## config.mk

```make
export PLATFORM = sky130hd
export DESIGN_NAME = alu_ops_generator
export DESIGN_NICKNAME = d
export VERILOG_FILES = /design/src/hdl/packet_pkg.sv /design/src/hdl/alu_ops_pkg.sv /design/src/hdl/packet_fifo.sv /design/src/hdl/packet_counter.sv /design/src/hdl/alu_ops_fsm.sv /design/src/hdl/alu_ops_datapath.sv /design/src/hdl/alu_ops_generator.sv
export VERILOG_INCLUDE_DIRS = /design/src /design/src/hdl
export SDC_FILE = /design/constraint.sdc
export NUM_CORES = 2
export LEC_CHECK = 0
export BUFFER_PORTS_ARGS = -buffer_cell sky130_fd_sc_hd__buf_2
export CORE_MARGIN = 1.5
export CORE_UTILIZATION = 55
export CTS_BUF_LIST = sky130_fd_sc_hd__clkbuf_2
export CTS_CLUSTER_SIZE = 24
export DETAILED_ROUTE_END_ITERATION = 10
export GPL_TIMING_DRIVEN = 0
export PLACE_DENSITY = 0.71
export SKIP_CTS_REPAIR_TIMING = 1
export SYNTH_ARGS = -nofsm -noshare
export SYNTH_HDL_FRONTEND = slang
export SYNTH_SLANG_ARGS = --single-unit
```

## constraint.sdc

```tcl
create_clock -name ap_clk -period 20.7 [get_ports ap_clk]
set_input_delay 4.14 -clock ap_clk [delete_from_list [all_inputs] [get_ports ap_clk]]
set_output_delay 4.14 -clock ap_clk [all_outputs]
set_load 0.05 [all_outputs]
```

## src/hdl/alu_ops_defs.svh

```systemverilog
`ifndef ALU_OPS_DEFS_SVH
`define ALU_OPS_DEFS_SVH

// --------------------------------------------------
// Packet field widths
// --------------------------------------------------
`define ALU_DATA_W 32
`define ALU_ADDR_W 16
`define ALU_SEQ_W 8
`define ALU_ROUTE_W 4

// Width of the job packet count
`define ALU_COUNT_W 16

// --------------------------------------------------
// Packet FIFO sizing
// --------------------------------------------------
`define ALU_FIFO_DEPTH 16

// Occupancy at which prog_full rises
`define ALU_PROG_THRESH 8

`endif

```

## src/hdl/packet_pkg.sv

```systemverilog
`include "alu_ops_defs.svh"

package packet_pkg;

    // --------------------------------------------------
    // Packet fields
    // --------------------------------------------------

    // Data word of a packet
    typedef logic [`ALU_DATA_W-1:0] packet_data_t;

    // Source address, carried through unchanged
    typedef logic [`ALU_ADDR_W-1:0] packet_addr_t;

    // Sequence tag, carried through unchanged
    typedef logic [`ALU_SEQ_W-1:0] packet_seq_t;

    // Destination route, taken from the configuration
    typedef logic [`ALU_ROUTE_W-1:0] route_t;

endpackage

```

## src/hdl/alu_ops_pkg.sv

```systemverilog
`include "alu_ops_defs.svh"

package alu_ops_pkg;

    // Operation codes, codes 6 and 7 act as pass
    typedef enum logic [2:0] {
        ALU_PASS = 3'd0,
        ALU_ADD  = 3'd1,
        ALU_SUB  = 3'd2,
        ALU_MUL  = 3'd3,
        ALU_MAX  = 3'd4,
        ALU_MIN  = 3'd5
    } alu_op_t;

    // Packets per job
    typedef logic [`ALU_COUNT_W-1:0] job_count_t;

    // Control FSM states
    typedef enum logic [2:0] {
        IDLE,
        CONFIG_REQ,
        CONFIG_WAIT,
        BUSY,
        PAUSE,
        DRAIN,
        DONE
    } alu_ops_state_t;

endpackage

```

## src/hdl/packet_fifo.sv

```systemverilog
`timescale 1ns/1ps
`include "alu_ops_defs.svh"

module packet_fifo #(
    parameter int WIDTH       = 8,
    parameter int DEPTH       = `ALU_FIFO_DEPTH,
    parameter int PROG_THRESH = `ALU_PROG_THRESH
) (
    input  logic             ap_clk,
    input  logic             areset_generator,
    input  logic             wr_en,
    input  logic [WIDTH-1:0] din,
    input  logic             rd_en,
    output logic [WIDTH-1:0] dout,
    output logic             empty,
    output logic             full,
    output logic             prog_full
);

    localparam int PTR_W = (DEPTH > 1) ? $clog2(DEPTH) : 1;
    localparam int CNT_W = $clog2(DEPTH + 1);

    logic [WIDTH-1:0] mem [DEPTH];
    logic [PTR_W-1:0] wr_ptr;
    logic [PTR_W-1:0] rd_ptr;
    logic [CNT_W-1:0] count;
    logic             do_wr;
    logic             do_rd;

    assign do_wr = wr_en & ~full;
    assign do_rd = rd_en & ~empty;

    // Show-ahead, head entry always on dout
    assign dout      = mem[rd_ptr];
    assign empty     = (count == '0);
    assign full      = (count == CNT_W'(DEPTH));
    assign prog_full = (count >= CNT_W'(PROG_THRESH));

    always_ff @(posedge ap_clk) begin
        if (do_wr) begin
            mem[wr_ptr] <= din;
        end
    end

    // --------------------------------------------------
    // Pointers and occupancy
    // --------------------------------------------------
    always_ff @(posedge ap_clk) begin
        if (areset_generator) begin
            wr_ptr <= '0;
            rd_ptr <= '0;
            count  <= '0;
        end else begin
            if (do_wr) begin
                wr_ptr <= (wr_ptr == PTR_W'(DEPTH - 1)) ? '0 : wr_ptr + 1'b1;
            end
            if (do_rd) begin
                rd_ptr <= (rd_ptr == PTR_W'(DEPTH - 1)) ? '0 : rd_ptr + 1'b1;
            end
            case ({do_wr, do_rd})
                2'b10:   count <= count + 1'b1;
                2'b01:   count <= count - 1'b1;
                default: count <= count;
            endcase
        end
    end

    assert property (@(posedge ap_clk) disable iff (areset_generator) wr_en |-> !full)
        else $error("packet_fifo: write while full");

    assert property (@(posedge ap_clk) disable iff (areset_generator) rd_en |-> !empty)
        else $error("packet_fifo: read while empty");

endmodule

```

## src/hdl/packet_counter.sv

```systemverilog
`timescale 1ns/1ps

module packet_counter (
    input  logic                    ap_clk,
    input  logic                    areset_generator,
    input  logic                    load,
    input  alu_ops_pkg::job_count_t job_count,
    input  logic                    count_en,
    output logic                    count_reached
);

    alu_ops_pkg::job_count_t target;
    alu_ops_pkg::job_count_t tally;

    // Reached flag trails the tally by one cycle
    always_ff @(posedge ap_clk) begin
        if (areset_generator) begin
            target        <= '0;
            tally         <= '0;
            count_reached <= 1'b0;
        end else if (load) begin
            target        <= job_count;
            tally         <= '0;
            count_reached <= 1'b0;
        end else begin
            if (count_en) begin
                tally <= tally + 1'b1;
            end
            count_reached <= (tally == target);
        end
    end

    // No result may land once the job length is met
    assert property (@(posedge ap_clk) disable iff (areset_generator) count_en |-> !count_reached)
        else $error("packet_counter: packet written after count reached");

endmodule

```

## src/hdl/alu_ops_fsm.sv

```systemverilog
`timescale 1ns/1ps

module alu_ops_fsm (
    input  logic                      ap_clk,
    input  logic                      areset_generator,
    input  logic                      start_req,
    input  logic                      config_ack,
    input  alu_ops_pkg::alu_op_t      cfg_op,
    input  packet_pkg::packet_data_t  cfg_operand,
    input  packet_pkg::route_t        cfg_route,
    input  logic                      count_reached,
    input  logic                      out_prog_full,
    input  logic                      out_empty,
    output logic                      done_ack,
    output logic                      config_req,
    output logic                      counter_load,
    output logic                      issue_en,
    output alu_ops_pkg::alu_op_t      op,
    output packet_pkg::packet_data_t  operand,
    output packet_pkg::route_t        route
);

    alu_ops_pkg::alu_ops_state_t state;
    alu_ops_pkg::alu_ops_state_t next_state;

    always_ff @(posedge ap_clk) begin
        if (areset_generator) begin
            state <= alu_ops_pkg::IDLE;
        end else begin
            state <= next_state;
        end
    end

    // --------------------------------------------------
    // Next state
    // --------------------------------------------------
    always_comb begin
        next_state = state;
        case (state)
            alu_ops_pkg::IDLE: begin
                if (start_req) next_state = alu_ops_pkg::CONFIG_REQ;
            end
            alu_ops_pkg::CONFIG_REQ: begin
                if (config_ack) next_state = alu_ops_pkg::CONFIG_WAIT;
            end
            // Wait for the ack to drop before issuing
            alu_ops_pkg::CONFIG_WAIT: begin
                if (!config_ack) next_state = alu_ops_pkg::BUSY;
            end
            alu_ops_pkg::BUSY: begin
                if (count_reached) next_state = alu_ops_pkg::DRAIN;
                else if (out_prog_full) next_state = alu_ops_pkg::PAUSE;
            end
            alu_ops_pkg::PAUSE: begin
                if (count_reached) next_state = alu_ops_pkg::DRAIN;
                else if (!out_prog_full) next_state = alu_ops_pkg::BUSY;
            end
            alu_ops_pkg::DRAIN: begin
                if (out_empty) next_state = alu_ops_pkg::DONE;
            end
            alu_ops_pkg::DONE: begin
                if (!start_req) next_state = alu_ops_pkg::IDLE;
            end
            default: next_state = alu_ops_pkg::IDLE;
        endcase
    end

    assign config_req   = (state == alu_ops_pkg::CONFIG_REQ);
    assign issue_en     = (state == alu_ops_pkg::BUSY);
    assign done_ack     = (state == alu_ops_pkg::DONE);
    assign counter_load = (state == alu_ops_pkg::IDLE) && start_req;

    // Configuration held for the whole job
    always_ff @(posedge ap_clk) begin
        if ((state == alu_ops_pkg::CONFIG_REQ) && config_ack) begin
            op      <= cfg_op;
            operand <= cfg_operand;
            route   <= cfg_route;
        end
    end

    // No late result may land in the output FIFO once the job is done
    assert property (@(posedge ap_clk) disable iff (areset_generator) done_ack |-> out_empty)
        else $error("alu_ops_fsm: output FIFO not empty while done_ack is high");

endmodule

```

## src/hdl/alu_ops_datapath.sv

```systemverilog
`timescale 1ns/1ps

module alu_ops_datapath (
    input  logic                      ap_clk,
    input  logic                      areset_generator,
    input  logic                      issue_valid,
    input  alu_ops_pkg::alu_op_t      op,
    input  packet_pkg::packet_data_t  operand,
    input  packet_pkg::route_t        route,
    input  packet_pkg::packet_data_t  src_data,
    input  packet_pkg::packet_addr_t  src_addr,
    input  packet_pkg::packet_seq_t   src_seq,
    output logic                      res_valid,
    output packet_pkg::packet_data_t  res_data,
    output packet_pkg::packet_addr_t  res_addr,
    output packet_pkg::packet_seq_t   res_seq,
    output packet_pkg::route_t        res_route
);

    logic                     s1_valid;
    alu_ops_pkg::alu_op_t     s1_op;
    packet_pkg::packet_data_t s1_data;
    packet_pkg::packet_data_t s1_operand;
    packet_pkg::packet_addr_t s1_addr;
    packet_pkg::packet_seq_t  s1_seq;
    packet_pkg::packet_data_t alu_result;

    // --------------------------------------------------
    // Valid pipe
    // --------------------------------------------------
    always_ff @(posedge ap_clk) begin
        if (areset_generator) begin
            s1_valid  <= 1'b0;
            res_valid <= 1'b0;
        end else begin
            s1_valid  <= issue_valid;
            res_valid <= s1_valid;
        end
    end

    // Stage one operand and metadata capture
    always_ff @(posedge ap_clk) begin
        s1_op      <= op;
        s1_data    <= src_data;
        s1_operand <= operand;
        s1_addr    <= src_addr;
        s1_seq     <= src_seq;
    end

    // Unsigned compare for max and min, product truncated to the word
    always_comb begin
        case (s1_op)
            alu_ops_pkg::ALU_ADD: alu_result = s1_data + s1_operand;
            alu_ops_pkg::ALU_SUB: alu_result = s1_data - s1_operand;
            alu_ops_pkg::ALU_MUL: alu_result = s1_data * s1_operand;
            alu_ops_pkg::ALU_MAX: alu_result = (s1_data > s1_operand) ? s1_data : s1_operand;
            alu_ops_pkg::ALU_MIN: alu_result = (s1_data < s1_operand) ? s1_data : s1_operand;
            default:              alu_result = s1_data;
        endcase
    end

    // Stage two result packet
    always_ff @(posedge ap_clk) begin
        res_data  <= alu_result;
        res_addr  <= s1_addr;
        res_seq   <= s1_seq;
        res_route <= route;
    end

endmodule

```

## src/hdl/alu_ops_generator.sv

```systemverilog
`timescale 1ns/1ps

module alu_ops_generator (
    input  logic                      ap_clk,
    input  logic                      areset_generator,
    input  logic                      start_req,
    input  alu_ops_pkg::job_count_t   job_count,
    input  logic                      config_ack,
    input  alu_ops_pkg::alu_op_t      cfg_op,
    input  packet_pkg::packet_data_t  cfg_operand,
    input  packet_pkg::route_t        cfg_route,
    input  logic                      in_valid,
    input  packet_pkg::packet_data_t  in_data,
    input  packet_pkg::packet_addr_t  in_addr,
    input  packet_pkg::packet_seq_t   in_seq,
    input  logic                      out_rd_en,
    output logic                      done_ack,
    output logic                      config_req,
    output logic                      in_prog_full,
    output logic                      out_valid,
    output packet_pkg::packet_data_t  out_data,
    output packet_pkg::packet_addr_t  out_addr,
    output packet_pkg::packet_seq_t   out_seq,
    output packet_pkg::route_t        out_route
);

    localparam int IN_W = $bits(packet_pkg::packet_data_t) + $bits(packet_pkg::packet_addr_t)
                        + $bits(packet_pkg::packet_seq_t);
    localparam int OUT_W = IN_W + $bits(packet_pkg::route_t);

    logic [IN_W-1:0]          in_dout;
    logic                     in_empty;
    logic                     in_pop;
    logic                     out_empty;
    logic                     out_prog_full;
    logic                     issue_en;
    logic                     counter_load;
    logic                     count_reached;
    alu_ops_pkg::alu_op_t     op;
    packet_pkg::packet_data_t operand;
    packet_pkg::route_t       route;
    logic                     res_valid;
    packet_pkg::packet_data_t res_data;
    packet_pkg::packet_addr_t res_addr;
    packet_pkg::packet_seq_t  res_seq;
    packet_pkg::route_t       res_route;
    packet_pkg::packet_data_t src_data;
    packet_pkg::packet_addr_t src_addr;
    packet_pkg::packet_seq_t  src_seq;

    // --------------------------------------------------
    // Input buffer
    // --------------------------------------------------
    assign in_pop = issue_en & ~in_empty;
    assign {src_data, src_addr, src_seq} = in_dout;

    packet_fifo #(.WIDTH(IN_W)) in_fifo_i (
        .ap_clk           (ap_clk),
        .areset_generator (areset_generator),
        .wr_en            (in_valid),
        .din              ({in_data, in_addr, in_seq}),
        .rd_en            (in_pop),
        .dout             (in_dout),
        .empty            (in_empty),
        .full             (),
        .prog_full        (in_prog_full)
    );

    alu_ops_fsm fsm_i (
        .ap_clk           (ap_clk),
        .areset_generator (areset_generator),
        .start_req        (start_req),
        .config_ack       (config_ack),
        .cfg_op           (cfg_op),
        .cfg_operand      (cfg_operand),
        .cfg_route        (cfg_route),
        .count_reached    (count_reached),
        .out_prog_full    (out_prog_full),
        .out_empty        (out_empty),
        .done_ack         (done_ack),
        .config_req       (config_req),
        .counter_load     (counter_load),
        .issue_en         (issue_en),
        .op               (op),
        .operand          (operand),
        .route            (route)
    );

    // Tally counts results as they enter the output FIFO
    packet_counter counter_i (
        .ap_clk           (ap_clk),
        .areset_generator (areset_generator),
        .load             (counter_load),
        .job_count        (job_count),
        .count_en         (res_valid),
        .count_reached    (count_reached)
    );

    alu_ops_datapath datapath_i (
        .ap_clk           (ap_clk),
        .areset_generator (areset_generator),
        .issue_valid      (in_pop),
        .op               (op),
        .operand          (operand),
        .route            (route),
        .src_data         (src_data),
        .src_addr         (src_addr),
        .src_seq          (src_seq),
        .res_valid        (res_valid),
        .res_data         (res_data),
        .res_addr         (res_addr),
        .res_seq          (res_seq),
        .res_route        (res_route)
    );

    // --------------------------------------------------
    // Output buffer
    // --------------------------------------------------
    assign out_valid = ~out_empty;

    packet_fifo #(.WIDTH(OUT_W)) out_fifo_i (
        .ap_clk           (ap_clk),
        .areset_generator (areset_generator),
        .wr_en            (res_valid),
        .din              ({res_data, res_addr, res_seq, res_route}),
        .rd_en            (out_rd_en & out_valid),
        .dout             ({out_data, out_addr, out_seq, out_route}),
        .empty            (out_empty),
        .full             (),
        .prog_full        (out_prog_full)
    );

endmodule

```

==> impl_results.md <==
* ANT nets after route at 0
* Register area at slightly above 60000 um^2
* Worst Setup Start Kind: flip-flop
* Hold Crit Class: flip-flop to flip-flop
* Routability-driven placement congestion ratio at 1.02
* Syn_nets at 6431
* Number of I/O port buffers at 180
* Period minus WS final at 10140 ps
* Fin Setup TNS at 0 ps
* Clock sink count at 2114
* Status: finished, final reports clean
* Final setup vio count at 0
* Grt total ovfl at 0
* WP data arrival at ~12000 ps
* Iteration-0 DRC Markers at 6250
* Post-synthesis sequential area ratio at 62.9%
* I/O pins at ~180
* CP Class: flip-flop to flip-flop
* Pin count of the biggest net entering global routing at 31
* Worst skew pair latency at approximately 1900 ps
* Worst slew pin tran at 1390 ps
* Final nets at 7278
* Post-Synthesis Cells at between 5k and 6k
* Mapped cell area at 97500 um^2
* Via-to-Cell Ratio at 6.04
* Period utilisation layout at roughly 49%
* Clock Skews at approximately 230 ps
* H-tree levels at 6
* Synth top cells by count: 1895 x edfxtp_1, 580 x mux4_2, 464 x inv_1
* Chip width at approximately 420 um
* Initial Util at around 55%
* Vias in the first global route at ~58k
* First-pass GRT wire length at around 390 mm
* Area leader, netlist: edfxtp_1
* FFs w/ async S/R, synth at 0%
* Die area at 180000 um^2
* Synth top area share at 58.4%
* Multi-input logic area at 33500 um^2
* Netlist cell types at between 80 and 90
* Fin. Hold Viols at 0
* Unrepaired setup endpoints after global routing: no
* TritonCTS clock tree: yes
* CTS root buf: clkbuf_2
* Max-slew headroom at 6.06%
* Final WL at 274 mm
* DR vias at 56.2k
* Post-synth EDFFs at 1895
* CP Capture Type: flip-flop
* Initial antenna violation count at 43
* Clock tree buffer depth at 4
* Min-Delay Path Depth at 0
* FILL cells at 13.1k
* Share of cells above drive strength 1 at between 20% and 30%
* Total GRT Usage at approximately 31%
* # rows at between 150 and 200
* Top cells by area, synth: edfxtp_1 58%, mux4_2 13%, fa_1 8.5%, dfxtp_1 4.5%, ha_1 2.6%
* Worst r2r path cells at 24
* Worst path required time at 22370 ps
* CTS Buf Count at 538
* HPWL after DPL at 193 mm
* Die height at 424 um
* DR WL/cell at ~30 um
* # DRC at 0
* Avg Cell Area, Syn at around 17 um^2
* FF+latch count, synth at 2114
* Peak Freq at 98.6 MHz
* Router iterations before antenna repair at 8
* CP max FO at 10
* Max-cap violations at 0
* Core area at 176000 um^2
* Max Transition Viols Final at 0
* Ys Warns at 0
* Most used DFF post-synth: edfxtp_1
* Area delta synth->final at 11.3%
* Clk slew on worst S/H paths at roughly 90 ps
* Cell with the most instances after synthesis: edfxtp_1
-- critical path: stages, from the launching register on --
cell and delay, ps:
dfxtp_1 920, clkbuf_1 790, clkbuf_1 600, and2_1 250, fa_1 460, fa_1 430
fa_1 490, inv_1 50, fa_1 470, inv_1 50, fa_1 460, ha_1 330
fa_1 520, fa_1 420, ha_1 390, a21o_1 210, a21oi_1 420, inv_1 70
a2111oi_0 1140, o311ai_1 330, xor2_1 470, a21oi_1 140, o22ai_1 240, nor4_1 80
a211oi_1 400
-- flip-flops by register name, summed over array words and instances, names as in the netlist, 8 cells and up, named ones only --
register and cells:
counter_i.tally 16, counter_i.target 16, datapath_i.res_addr 16, datapath_i.res_data 32, datapath_i.res_seq 8, datapath_i.s1_addr 16, datapath_i.s1_data 32, datapath_i.s1_operand 32
datapath_i.s1_seq 8, fsm_i.operand 32, in_fifo_i.mem 896, out_fifo_i.mem 960
-- path summary, 6_finish.rpt --
path                                       startpoint                        to  slack [ps]
worst max-delay path            datapath_i.s1_data[3]   datapath_i.res_data[21]       10560
worst min-delay path                 fsm_i.operand[2]  datapath_i.s1_operand[2]         260
worst max register to register  datapath_i.s1_data[3]   datapath_i.res_data[21]       10560
worst min register to register       fsm_i.operand[2]  datapath_i.s1_operand[2]         260
-- metal layers --
metal	routed length [um]	share of wire [%]	up-vias	global-route usage [%]
li1	-	-	23500	-
met1	104000	38	29000	40.7
met2	132000	48	2990	49.1
met3	24500	9.0	659	6.92
met4	12800	4.7	16	14.4
met5	103	0.038	-	0
-- cell type report --
cell class | instances | area share, %
diodes | 25 | 0.0577
plain buffers | 290 | 1.03
clock buffers | 798 | 3.68
clock inverters | 128 | 0.761
inverters | 466 | 1.61
multi-input cells | 2827 | 30.9
flip-flops and latches | 2114 | 56.5
well taps | 2340 | 2.70
repair buffers | 307 | 2.73
-- cell usage in the layout (no fill, tap or decap), types with 51 or more instances in the layout --
cell / Yosys / final
buf_1: 56 / 56
xor2_1: 60 / 60
edfxtp_1: 1895 / 1895
buf_2: 7 / 187
o21ai_0: 86 / 86
fa_1: 412 / 412
xnor2_1: 78 / 78
and2_1: 286 / 286
nand2_1: 344 / 344
mux4_2: 580 / 580
clkbuf_2: 0 / 798
ha_1: 205 / 205
buf_6: 2 / 55
nor2_1: 185 / 161
a21oi_1: 154 / 154
dfxtp_1: 219 / 219
clkinv_1: 2 / 87
inv_1: 464 / 464
clkbuf_1: 223 / 223
buf_12: 0 / 51
-- stage by stage --
| stage | hold slack (ps) | instances | setup slack (ps) | area [um^2] | utilization [%] |
|---|---|---|---|---|---|
| after floorplan | 310 | 5697 | 11660 | 97500 | - |
| after global placement | 312 | 8217 | 6540 | 101000 | 57.5 |
| after detailed placement | 314 | 8343 | 10870 | 104000 | 58.8 |
| after CTS | 259 | 9269 | 10480 | 108000 | 61.6 |
| after global routing | 284 | 9281 | 10440 | 108000 | 61.6 |
| final | 258 | 9295 | 10560 | 108000 | 61.6 |
-- logic make-up after synthesis --
logic type | synth area share, %
adders and majority gates | 11.1
buffers and inverters | 2.94
muxes | 13.7
and+or+nand+nor | 4.94
xor gates and xnor gates | 1.24
AOI/OAI and AO/OA | 3.25
DFF | 62.9
Power is left out: the tool's default activity adds up to more than one toggle a clock period on the data nets, which glitch-free logic cannot reach.
